==> config.mk <==
export PLATFORM = sky130hd
export DESIGN_NAME = pio_bus
export DESIGN_NICKNAME = d
export VERILOG_FILES = /design/src/source/pio_pkg.sv /design/src/source/pio_sfifo1f.sv /design/src/source/pio_sequencer.sv /design/src/source/pio_return_mux.sv /design/src/source/pio_bus.sv
export VERILOG_INCLUDE_DIRS = /design/src /design/src/source
export SDC_FILE = /design/constraint.sdc
export NUM_CORES = 1
export LEC_CHECK = 0
export CORE_MARGIN = 4
export CORE_UTILIZATION = 62
export DETAILED_ROUTE_END_ITERATION = 7
export DONT_BUFFER_PORTS = 1
export GPL_TIMING_DRIVEN = 0
export PLACE_DENSITY = 0.85
export SLEW_MARGIN = 25
export SYNTH_ARGS = -nofsm -noshare
export SYNTH_HDL_FRONTEND = slang
export SYNTH_SLANG_ARGS = --single-unit
==> constraint.sdc <==
create_clock -name clk -period 2.3 [get_ports clk]
set_clock_uncertainty 0.05 [all_clocks]
set_input_delay 0.575 -clock clk [delete_from_list [all_inputs] [get_ports clk]]
set_output_delay 0.575 -clock clk [all_outputs]
set_load 0.02 [all_outputs]
==> src/source/pio_consts.svh <==
/*
 * PIO bridge constants
 * Bus widths, peripheral port count and the time prescaler width
 */

`ifndef PIO_CONSTS_SVH
`define PIO_CONSTS_SVH

// Shared address/data bus and AXI-lite address and data width
`define PIO_NBITS 16
`define NUM_OF_PIO 4
`define PIO_SEL_NBITS 2

// current_time advances once per 2**TIME_BASE_NBITS cycles
`define TIME_BASE_NBITS 4
`define REAL_TIME_NBITS 24

`endif

==> src/source/pio_pkg.sv <==
/*
 * PIO bridge types
 * Vector types for bus words, port indexes, port masks and time,
 * plus the sequencer state encoding
 */

`include "pio_consts.svh"

package pio_pkg;

        typedef logic [`PIO_NBITS-1:0] pio_word_t;
        typedef logic [`PIO_SEL_NBITS-1:0] pio_sel_t;
        typedef logic [`NUM_OF_PIO-1:0] pio_mask_t;
        typedef logic [`REAL_TIME_NBITS-1:0] real_time_t;

        typedef enum logic [1:0] {
                IDLE, ADDR_BEAT, DATA_BEAT, WAIT_DONE
        } seq_state_t;

endpackage

==> src/source/pio_sfifo1f.sv <==
/*
 * One-entry synchronous queue
 * Single storage register with a valid bit; full and empty
 * come straight from the valid bit
 */

`timescale 1ns/1ps

module pio_sfifo1f #(
        parameter int WIDTH = 16
) (
        input  logic             clk,
        input  logic             reset,
        input  logic [WIDTH-1:0] din,
        input  logic             wr,
        input  logic             rd,
        output logic             full,
        output logic             empty,
        output logic [WIDTH-1:0] dout
);

        logic valid;

        assign full = valid;
        assign empty = ~valid;

        // A push in the same cycle as a pop keeps the entry occupied
        always_ff @(posedge clk) begin
                if (reset) begin
                        valid <= 1'b0;
                end else if (wr) begin
                        valid <= 1'b1;
                end else if (rd) begin
                        valid <= 1'b0;
                end
        end

        always_ff @(posedge clk) begin
                if (wr)
                        dout <= din;
        end

endmodule

==> src/source/pio_sequencer.sv <==
/*
 * PIO transfer sequencer
 * Pops queued AXI-lite requests, reads first, and drives the
 * PIO strobes: one address beat, plus a data beat for writes.
 * Holds until the matching completion before the next transfer
 */

`timescale 1ns/1ps

module pio_sequencer
        import pio_pkg::*;
(
        input  logic      clk,
        input  logic      reset,
        input  logic      waddr_empty,
        input  logic      wdata_empty,
        input  logic      raddr_empty,
        input  pio_word_t waddr,
        input  pio_word_t wdata,
        input  pio_word_t raddr,
        input  logic      rdata_full,
        input  logic      wresp_full,
        input  logic      rdata_push,
        input  logic      wresp_push,
        output logic      waddr_rd,
        output logic      wdata_rd,
        output logic      raddr_rd,
        output logic      pio_start,
        output logic      pio_rw,
        output pio_word_t pio_addr_wdata
);

        seq_state_t state;
        pio_word_t  addr_q;
        pio_word_t  data_q;
        logic       rd_go;
        logic       wr_go;
        logic       done;

        // Read wins; each side needs room in its response queue
        assign rd_go = (state == IDLE) && !raddr_empty && !rdata_full;
        assign wr_go = (state == IDLE) && !waddr_empty && !wdata_empty &&
                       !wresp_full && !rd_go;

        assign raddr_rd = rd_go;
        assign waddr_rd = wr_go;
        assign wdata_rd = wr_go;

        // Completion must match the direction of the open transfer
        assign done = pio_rw ? wresp_push : rdata_push;

        always_ff @(posedge clk) begin
                if (reset) begin
                        state <= IDLE;
                        pio_start <= 1'b0;
                        pio_rw <= 1'b0;
                end else begin
                        pio_start <= (state == ADDR_BEAT) || (state == DATA_BEAT);
                        case (state)
                        IDLE: begin
                                if (rd_go) begin
                                        pio_rw <= 1'b0;
                                        state <= ADDR_BEAT;
                                end else if (wr_go) begin
                                        pio_rw <= 1'b1;
                                        state <= ADDR_BEAT;
                                end
                        end
                        ADDR_BEAT:
                                state <= pio_rw ? DATA_BEAT : WAIT_DONE;
                        DATA_BEAT:
                                state <= WAIT_DONE;
                        WAIT_DONE: begin
                                if (done)
                                        state <= IDLE;
                        end
                        default:
                                state <= IDLE;
                        endcase
                end
        end

        // Request payload and the shared address/data bus
        always_ff @(posedge clk) begin
                if (rd_go)
                        addr_q <= raddr;
                else if (wr_go)
                        addr_q <= waddr;
                if (wr_go)
                        data_q <= wdata;
                if (state == ADDR_BEAT)
                        pio_addr_wdata <= addr_q;
                else if (state == DATA_BEAT)
                        pio_addr_wdata <= data_q;
        end

endmodule

==> src/source/pio_return_mux.sv <==
/*
 * PIO return selector
 * Latches each port's ack, rvalid and read data on its own enable,
 * picks the highest port with a level set and turns the rising
 * edge of the selected level into a one-cycle push
 */

`timescale 1ns/1ps

`include "pio_consts.svh"

module pio_return_mux
        import pio_pkg::*;
(
        input  logic      clk,
        input  logic      reset,
        input  pio_mask_t clk_div,
        input  pio_mask_t pio_ack,
        input  pio_mask_t pio_rvalid,
        input  pio_word_t pio_rdata0,
        input  pio_word_t pio_rdata1,
        input  pio_word_t pio_rdata2,
        input  pio_word_t pio_rdata3,
        output logic      rdata_push,
        output logic      wresp_push,
        output pio_word_t rdata
);

        pio_word_t port_rdata [`NUM_OF_PIO];
        pio_word_t lat_rdata [`NUM_OF_PIO];
        pio_mask_t lat_ack;
        pio_mask_t lat_rvalid;
        pio_sel_t  sel_ack;
        pio_sel_t  sel_rd;
        logic      ack_lvl;
        logic      ack_prev;
        logic      rv_lvl;
        logic      rv_prev;

        assign port_rdata[0] = pio_rdata0;
        assign port_rdata[1] = pio_rdata1;
        assign port_rdata[2] = pio_rdata2;
        assign port_rdata[3] = pio_rdata3;

        // Highest set port wins
        always_comb begin
                sel_ack = '0;
                sel_rd = '0;
                for (int i = 0; i < `NUM_OF_PIO; i++) begin
                        if (lat_ack[i])
                                sel_ack = pio_sel_t'(i);
                        if (lat_rvalid[i])
                                sel_rd = pio_sel_t'(i);
                end
        end

        always_ff @(posedge clk) begin
                for (int i = 0; i < `NUM_OF_PIO; i++) begin
                        if (clk_div[i] && pio_rvalid[i])
                                lat_rdata[i] <= port_rdata[i];
                end
                if (lat_rvalid[sel_rd])
                        rdata <= lat_rdata[sel_rd];
        end

        always_ff @(posedge clk) begin
                if (reset) begin
                        lat_ack <= '0;
                        lat_rvalid <= '0;
                        ack_lvl <= 1'b0;
                        ack_prev <= 1'b0;
                        rv_lvl <= 1'b0;
                        rv_prev <= 1'b0;
                        wresp_push <= 1'b0;
                        rdata_push <= 1'b0;
                end else begin
                        for (int i = 0; i < `NUM_OF_PIO; i++) begin
                                if (clk_div[i]) begin
                                        lat_ack[i] <= pio_ack[i];
                                        lat_rvalid[i] <= pio_rvalid[i];
                                end
                        end
                        ack_lvl <= lat_ack[sel_ack];
                        rv_lvl <= lat_rvalid[sel_rd];
                        ack_prev <= ack_lvl;
                        rv_prev <= rv_lvl;
                        // Rising edge only, a held level pushes once
                        wresp_push <= ack_lvl & ~ack_prev;
                        rdata_push <= rv_lvl & ~rv_prev;
                end
        end

endmodule

==> src/source/pio_bus.sv <==
/*
 * AXI-lite to PIO bridge
 * One-entry queues on every AXI-lite channel, a sequencer that
 * issues PIO strobes, a return selector for peripheral responses
 * and a free-running prescaled time counter
 */

`timescale 1ns/1ps

`include "pio_consts.svh"

module pio_bus
        import pio_pkg::*;
(
        input  logic       clk,
        input  logic       reset,

        input  pio_word_t  awaddr,
        input  logic       awvalid,
        output logic       awready,
        input  pio_word_t  wdata,
        input  logic       wvalid,
        output logic       wready,
        output logic       bvalid,
        input  logic       bready,
        input  pio_word_t  araddr,
        input  logic       arvalid,
        output logic       arready,
        output pio_word_t  rdata,
        output logic       rvalid,
        input  logic       rready,

        input  pio_mask_t  clk_div,
        input  pio_mask_t  pio_ack,
        input  pio_mask_t  pio_rvalid,
        input  pio_word_t  pio_rdata0,
        input  pio_word_t  pio_rdata1,
        input  pio_word_t  pio_rdata2,
        input  pio_word_t  pio_rdata3,
        output logic       pio_start,
        output logic       pio_rw,
        output pio_word_t  pio_addr_wdata,

        output real_time_t current_time
);

        logic                        waddr_full, waddr_empty, waddr_rd;
        logic                        wdata_full, wdata_empty, wdata_rd;
        logic                        raddr_full, raddr_empty, raddr_rd;
        logic                        rdata_full, rdata_empty, rdata_push;
        logic                        wresp_full, wresp_empty, wresp_push;
        pio_word_t                   waddr_data;
        pio_word_t                   wdata_data;
        pio_word_t                   raddr_data;
        pio_word_t                   ret_rdata;
        logic [`TIME_BASE_NBITS-1:0] time_base;

        //////////////////////////////////////////////////
        // AXI-lite handshakes
        //////////////////////////////////////////////////

        assign awready = ~waddr_full;
        assign wready = ~wdata_full;
        assign arready = ~raddr_full;
        assign rvalid = ~rdata_empty;
        assign bvalid = ~wresp_empty;

        pio_sfifo1f #(.WIDTH(`PIO_NBITS)) waddr_q (
                .clk(clk), .reset(reset),
                .din(awaddr), .wr(awvalid & awready), .rd(waddr_rd),
                .full(waddr_full), .empty(waddr_empty), .dout(waddr_data)
        );

        pio_sfifo1f #(.WIDTH(`PIO_NBITS)) wdata_q (
                .clk(clk), .reset(reset),
                .din(wdata), .wr(wvalid & wready), .rd(wdata_rd),
                .full(wdata_full), .empty(wdata_empty), .dout(wdata_data)
        );

        pio_sfifo1f #(.WIDTH(`PIO_NBITS)) raddr_q (
                .clk(clk), .reset(reset),
                .din(araddr), .wr(arvalid & arready), .rd(raddr_rd),
                .full(raddr_full), .empty(raddr_empty), .dout(raddr_data)
        );

        pio_sfifo1f #(.WIDTH(`PIO_NBITS)) rdata_q (
                .clk(clk), .reset(reset),
                .din(ret_rdata), .wr(rdata_push), .rd(rvalid & rready),
                .full(rdata_full), .empty(rdata_empty), .dout(rdata)
        );

        // Response carries no payload, only its presence
        pio_sfifo1f #(.WIDTH(1)) wresp_q (
                .clk(clk), .reset(reset),
                .din(1'b1), .wr(wresp_push), .rd(bvalid & bready),
                .full(wresp_full), .empty(wresp_empty), .dout()
        );

        //////////////////////////////////////////////////
        // PIO side
        //////////////////////////////////////////////////

        pio_sequencer seq_i (
                .clk(clk), .reset(reset),
                .waddr_empty(waddr_empty), .wdata_empty(wdata_empty),
                .raddr_empty(raddr_empty),
                .waddr(waddr_data), .wdata(wdata_data), .raddr(raddr_data),
                .rdata_full(rdata_full), .wresp_full(wresp_full),
                .rdata_push(rdata_push), .wresp_push(wresp_push),
                .waddr_rd(waddr_rd), .wdata_rd(wdata_rd), .raddr_rd(raddr_rd),
                .pio_start(pio_start), .pio_rw(pio_rw),
                .pio_addr_wdata(pio_addr_wdata)
        );

        pio_return_mux ret_i (
                .clk(clk), .reset(reset),
                .clk_div(clk_div), .pio_ack(pio_ack), .pio_rvalid(pio_rvalid),
                .pio_rdata0(pio_rdata0), .pio_rdata1(pio_rdata1),
                .pio_rdata2(pio_rdata2), .pio_rdata3(pio_rdata3),
                .rdata_push(rdata_push), .wresp_push(wresp_push),
                .rdata(ret_rdata)
        );

        //////////////////////////////////////////////////
        // Time counter
        //////////////////////////////////////////////////

        always_ff @(posedge clk) begin
                if (reset) begin
                        time_base <= '0;
                        current_time <= '0;
                end else begin
                        time_base <= time_base + 1'b1;
                        // Tick when the prescaler wraps
                        if (&time_base)
                                current_time <= current_time + 1'b1;
                end
        end

endmodule

Yosys cells after proc, flatten, opt, wreduce, memory -nomap -nowiden
Memory sizes are Yosys's and may differ from the RTL's. A register that Yosys moved wholly into a read port is not among the register bits.
Cells that the tools add are included.
Widths: inputs -> output; s select.
- register bits: 163
- latch bits: 0
- memory bits (writable): 64
- bits in read-only memories: 0
- bits of input ports: 131
- output and inout bits: 63
- logic and storage cells: 117
- memories kept: 1
- $add $sub $neg: 2
- multiply operators: 0
- divide/modulo/power cells: 0
- magnitude comparators: 2
- eq/ne operators: 5
- shifts and indexed selects: 0
- multiplexer cells: 39
- bitwise gates (word level): 12
- reduce and logical (&&, ||, !) cells: 25
- memory list (name ; depth ; bits a word ; read ports ; clocked after memory_dff ; wr ports ; line ; RTL):
    ret_i.lat_rdata ; 4 ; 16 ; 1 ; 1 ; 4 ; pio_return_mux.sv:30 ; pio_word_t lat_rdata [`NUM_OF_PIO];
- operators by type and width (cell ; count):
    $mux 16 ; 4
    $mux 1 ; 25
    $add 24x1->24 const B ; 1
    $mux 2 ; 7
    $reduce_bool 2->1 ; 7
    $logic_and 1x1->1 ; 10
    $pmux 2 s4 ; 1
    $and 1x1->1 ; 7
    $lt 2x3->1 const B ; 2
    $not 1->1 ; 5
    $add 4x1->4 const B ; 1
    $bmux 1 s2 ; 2
    $eq 2x2->1 const B ; 2
    $reduce_and 2->1 ; 2
    $reduce_and 4->1 ; 1
    $logic_not 1->1 ; 3
    $ne 3x1->1 const B ; 1
    $eq 2x1->1 const B ; 1
    $logic_not 2->1 ; 1
    $ne 2x1->1 const B ; 1
    $logic_or 1x1->1 ; 1

Longest topological paths before layout
- word-level depth: 8
- depth in mapped cells: 6
- depth with buffers taken out: 6

Hierarchy
From an unflattened synthesis, not the netlist that was laid out.
- cells, all modules: 556
- area total of the unflattened synthesis: 9086.2 µm²
- modules (own cells, without submodules) (module ; instances ; cells an instance ; area each (µm²) ; sequential area each (µm²)):
    pio_return_mux ; 1 ; 196 ; 3437.0 ; 2682.6
    pio_sequencer ; 1 ; 114 ; 2130.8 ; 1521.5
    pio_sfifo1f at raddr_q ... ; 4 ; 21 ; 523.0 ; 500.5
    pio_bus ; 1 ; 156 ; 1353.8 ; 560.5
    pio_sfifo1f at wresp_q ; 1 ; 6 ; 72.6 ; 50.0

Worst setup path before layout
OpenSTA, ideal clock, no wires.
- kind: register to register
- start: register wresp_q.valid, in the netlist wresp_q.full
- end: register seq_i.data_q[0], enable pin
- setup time: 0.391 ns
- arrival: 1.461 ns
- data required time: 1.859 ns
- setup slack: 0.398 ns
- cell stages (with the launch flop): 4
- path buffers: 0
- period minus slack after synthesis: 1.902 ns
- cell sequence: dfxtp_1 > and3b_1 > nand2_1 > nor2_1
- cells in the longest elaborated chain, start to end: 3
- RTL lines (what ; line ; RTL):
    from (decl) ; pio_sfifo1f.sv:22 ; logic valid;
    from (signal assigned) ; pio_sfifo1f.sv:30 ; valid <= 1'b0;
    from (signal assigned) ; pio_sfifo1f.sv:32 ; valid <= 1'b1;
    from (signal assigned) ; pio_sfifo1f.sv:34 ; valid <= 1'b0;
    $logic_not 1->1 ; pio_sequencer.sv:43 ; !wresp_full && !rd_go;
    $logic_and 1x1->1 ; pio_sequencer.sv:42 ; assign wr_go = (state == IDLE) && !waddr_empty && !wdata_empty &&
    $logic_and 1x1->1 ; pio_sequencer.sv:43 ;
    via seq_i.waddr_rd ; pio_sequencer.sv:25 ; output logic waddr_rd,
    to (signal assigned) ; pio_sequencer.sv:90 ; data_q <= wdata;
    to (decl) ; pio_sequencer.sv:35 ; pio_word_t data_q;
The timed path passes the listed nets, and every way through them passes these cells.
A chain may end at the register's enable or synchronous reset.

Worst setup path after layout
- start: register current_time[0]
- end: register current_time[22]
- cells in the longest elaborated chain, start to end: 1
- RTL lines (what ; line ; RTL):
    from (decl) ; pio_bus.sv:44 ; output real_time_t current_time
    from (signal assigned) ; pio_bus.sv:136 ; current_time <= current_time + 1'b1;
    $add 24x1->24 ; pio_bus.sv:136 ;
No other way between the ends.

==> impl_metrics.py <==
metrics = {
    "power_and_ir_drop": {
        "p_seq_frac": 0.549,
        "clkPwrFrac": 0.360,
        "leakagePower_nw": 3.28,
        "switchingPower_mw": 2.56,
        "powerDensity_nw_per_um2": 1090,
        "peakVddDrop_mv": 0.796,
        "p_sw_frac": 0.240,
        "p_int_mw": 8.09,
        "p_total_mw": 10.6,
        "share_comb_of_total_power": 0.091,
    },
    "drt": {
        "vias_per_cell": 6.26,
        "wl_per_cell_um": 23.7,
        "drt-pass1-iter-count": 6,
        "drt-total-wl_mm": 18.0,
        "drc": 0,
        "vias": 4742,
        "ant_nets": 0,
        "detail_route.iter0.violations": 362,
    },
    "setup_path": {
        "startpoint": "current_time[0]$_SDFFE_PP0P_",
        "path_max_fanout": 7,
        "critPathLaunchType": "flop",
        "slowest_stage": "dfxtp_1",
        "cp.required_ns": 2.67,
        "slowest_delay_ns": 0.56,
        "worstSetupPathType": "reg -> reg",
        "cp_cell_sequence": "ha_1 -> and4_1 -> buf_2 -> nand2_1 -> or4_1 -> a21oi_1",
        "r2r-start": "current_time[0]$_SDFFE_PP0P_",
        "endpoint_kind": "flop",
        "critPathTopFamily": "simple AND/OR/NAND/NOR gates",
        "crit_buf_inv": 1,
        "arrival_ns": 2.54,
    },
    "yosys": {
        "syn_avg_cell_area_um2": 16.3,
        "synth_fp_nets": 670,
        "ys_ff_latch": 243,
        "yosys.cell_types.count": 38,
        "yosysWarnings": 0,
        "syn-instance-count": 533,
        "seq_area_frac_synth": 0.783,
        "syn_area_um2": 8670,
    },
    "placement": {
        "portBuffers": 0,
        "post-place-ws_ns": -0.0456,
        "dp_hpwl_mm": 12.6,
        "routabilityCongestion": 0.864,
    },
    "sta": {
        "finalHoldViolCount": 0,
        "worst_slack_ns": 0.128,
        "post-route-period-util": 0.944,
        "tightest_slew_ns": 0.887,
        "period_needed_ns": 2.17,
        "rsz0062_at_grt": "no",
        "setup_violations": 0,
        "drv_slew": 0,
        "fmax_mhz": 460,
        "relSlewSlack": 0.406,
    },
    "final_layout": {
        "regArea_um2": 6790,
        "final_cell_mix": "edfxtp_1 (192), dfxtp_1 (51), a21oi_1 (35)",
        "num-nets-final": 700,
        "final_util": 0.726,
        "nFillCells": 806,
        "drive_above_1_share": 0.153,
        "multiInputGateArea_um2": 1750,
        "syn_to_final_growth_pct": 12.6,
        "n_antenna_cell": 0,
        "final_common_cell": "edfxtp_1",
    },
    "global_route": {
        "grt.overflow.total": 0,
        "grt_max_degree": 19,
        "antenna_found_initial": 0,
        "grt_pass1_vias": 4833,
        "grt_pass1_wl_mm": 27.3,
        "groute.usage.overall": 0.221,
    },
    "cts": {
        "cts_sinks": 243,
        "clockBufferDepth": 3,
        "cts_root_buf": "clkbuf_16",
        "cts_setup_buffers": 0,
        "clk_latency_ns": 0.51,
        "clk_pin_slew_ns": 0.06,
        "cts_max_level": 1,
        "cts_tree": "built",
        "cts_made_buffers": 24,
        "cts_hold_buf": 0,
    },
    "floorplanning": {
        "die-area_um2": 15900,
        "fp-row-count": 42,
        "ioPinCount": 194,
        "core_area_um2": 13500,
        "start_util": 0.644,
        "die_w_um": 126,
        "die_y_um": 126,
    },
    "worst_hold_path": {
        "hold_path.class": "in -> reg",
        "min_from": "reset",
    },
    "run_status": {
        "outcome": "complete, no violations",
    },
    "job": {
        "maxCapViolCount": 0,
    },
}
## metal layers
| layer | part of all wire | vias up | track usage |
|---|---|---|---|
| met5 | 0 | - | 0 |
| met1 | 0.38 | 2299 | 0.269 |
| met3 | 0.074 | 52 | 0.0563 |
| met4 | 0.030 | 0 | 0.0669 |
| met2 | 0.51 | 269 | 0.390 |
| li1 | - | 2122 | - |
## sequential cells by signal, indices dropped and copies added, names as in the netlist, 2 cells and up
signal                count
wdata_q.dout             16
raddr_q.dout             16
seq_i.data_q             16
ret_i.rdata              16
ret_i.lat_rdata          64
waddr_q.dout             16
ret_i.lat_rvalid          4
ret_i.lat_ack             4
current_time             24
seq_i.addr_q             16
seq_i.pio_addr_wdata     16
seq_i.state               2
time_base                 4
rdata_q.dout             16
## kinds of logic after synthesis
family,count (synthesis),share of synthesized area
fa+ha+maj,6,0.00866
compound gates,85,0.0582
buf+inv,35,0.0162
flops,243,0.783
mux,39,0.0498
xor+xnor,12,0.0121
simple gates,113,0.0722
## cell type report
cell class / count / share of cell area
well taps: 176 / 0.0226
inverters: 17 / 0.00654
flip-flops and latches: 243 / 0.695
clock inverters: 6 / 0.00731
multi-input cells: 255 / 0.180
clock buffers: 38 / 0.0751
repair buffers: 4 / 0.00538
plain buffers: 18 / 0.00808
## synth_stat cells
cell type | n | share of area
a211oi_1 | 2 | 0.0017
a21oi_1 | 35 | 0.020
a221oi_1 | 1 | 0.0010
and2_1 | 5 | 0.0036
and3_1 | 1 | 0.00072
and3_2 | 1 | 0.00087
and3b_1 | 1 | 0.0010
and4_1 | 4 | 0.0040
and4_2 | 1 | 0.0012
and4_4 | 2 | 0.0026
buf_1 | 5 | 0.0022
buf_2 | 1 | 0.00058
buf_6 | 1 | 0.0013
clkbuf_1 | 11 | 0.0048
dfxtp_1 | 51 | 0.12
edfxtp_1 | 192 | 0.67
ha_1 | 6 | 0.0087
inv_1 | 17 | 0.0074
mux2_2 | 33 | 0.043
mux2i_1 | 6 | 0.0069
nand2_1 | 14 | 0.0061
nand3_1 | 12 | 0.0069
nand4_1 | 5 | 0.0036
nand4_4 | 1 | 0.0025
nand4b_1 | 2 | 0.0020
nor2_1 | 33 | 0.014
nor2b_1 | 11 | 0.0079
nor3_1 | 6 | 0.0035
nor4_1 | 2 | 0.0014
o21ai_0 | 5 | 0.0029
o22ai_1 | 30 | 0.022
o31ai_1 | 11 | 0.0095
o32a_1 | 1 | 0.0012
or2_2 | 1 | 0.00072
or3_1 | 2 | 0.0014
or4_1 | 9 | 0.0078
xnor2_1 | 5 | 0.0051
xor2_1 | 7 | 0.0071
## power by group through the flow
| stage | registers, mW | logic (mW) | clock network, mW |
|---|---|---|---|
| after floorplan | 5.84 | 0.678 | 0 |
| after global placement | 5.91 | 0.867 | 0 |
| after detailed placement | 5.94 | 0.968 | 0 |
| after CTS | 5.85 | 0.975 | 3.91 |
| after global routing | 5.89 | 1.05 | 4.13 |
| final | 5.84 | 0.964 | 3.84 |
## through the flow
step / std cells / TNS, ns / cell area [um2] / hold slack (ns)
after floorplan: 533 / 0 / 8670 / 0.317
after global placement: 709 / -5.35 / 8890 / 0.322
after detailed placement: 713 / -0.343 / 8950 / 0.330
after CTS: 757 / 0 / 9760 / 0.0817
after global routing: 757 / 0 / 9760 / 0.0771
final: 757 / 0 / 9760 / 0.101
## path summary, 6_finish.rpt
path / cells past startpoint / slack, ns / to
worst max-delay path: 6 / 0.13 / current_time[22]$_SDFFE_PP0P_
worst min-delay path: 1 / 0.10 / ret_i.rv_prev$_SDFF_PP0_
worst max register to register: 6 / 0.13 / current_time[22]$_SDFFE_PP0P_
worst min register to register: 1 / 0.34 / ret_i.wresp_push$_SDFF_PP0_
## what timing repair did
| item | CTS | global route |
|---|---|---|
| gates resized for setup | 2 | 0 |
| hold endpoints to repair | 0 | 0 |
| setup endpoints to repair | 11 | 0 |
Note: power is estimated with default switching activity, not from simulation.
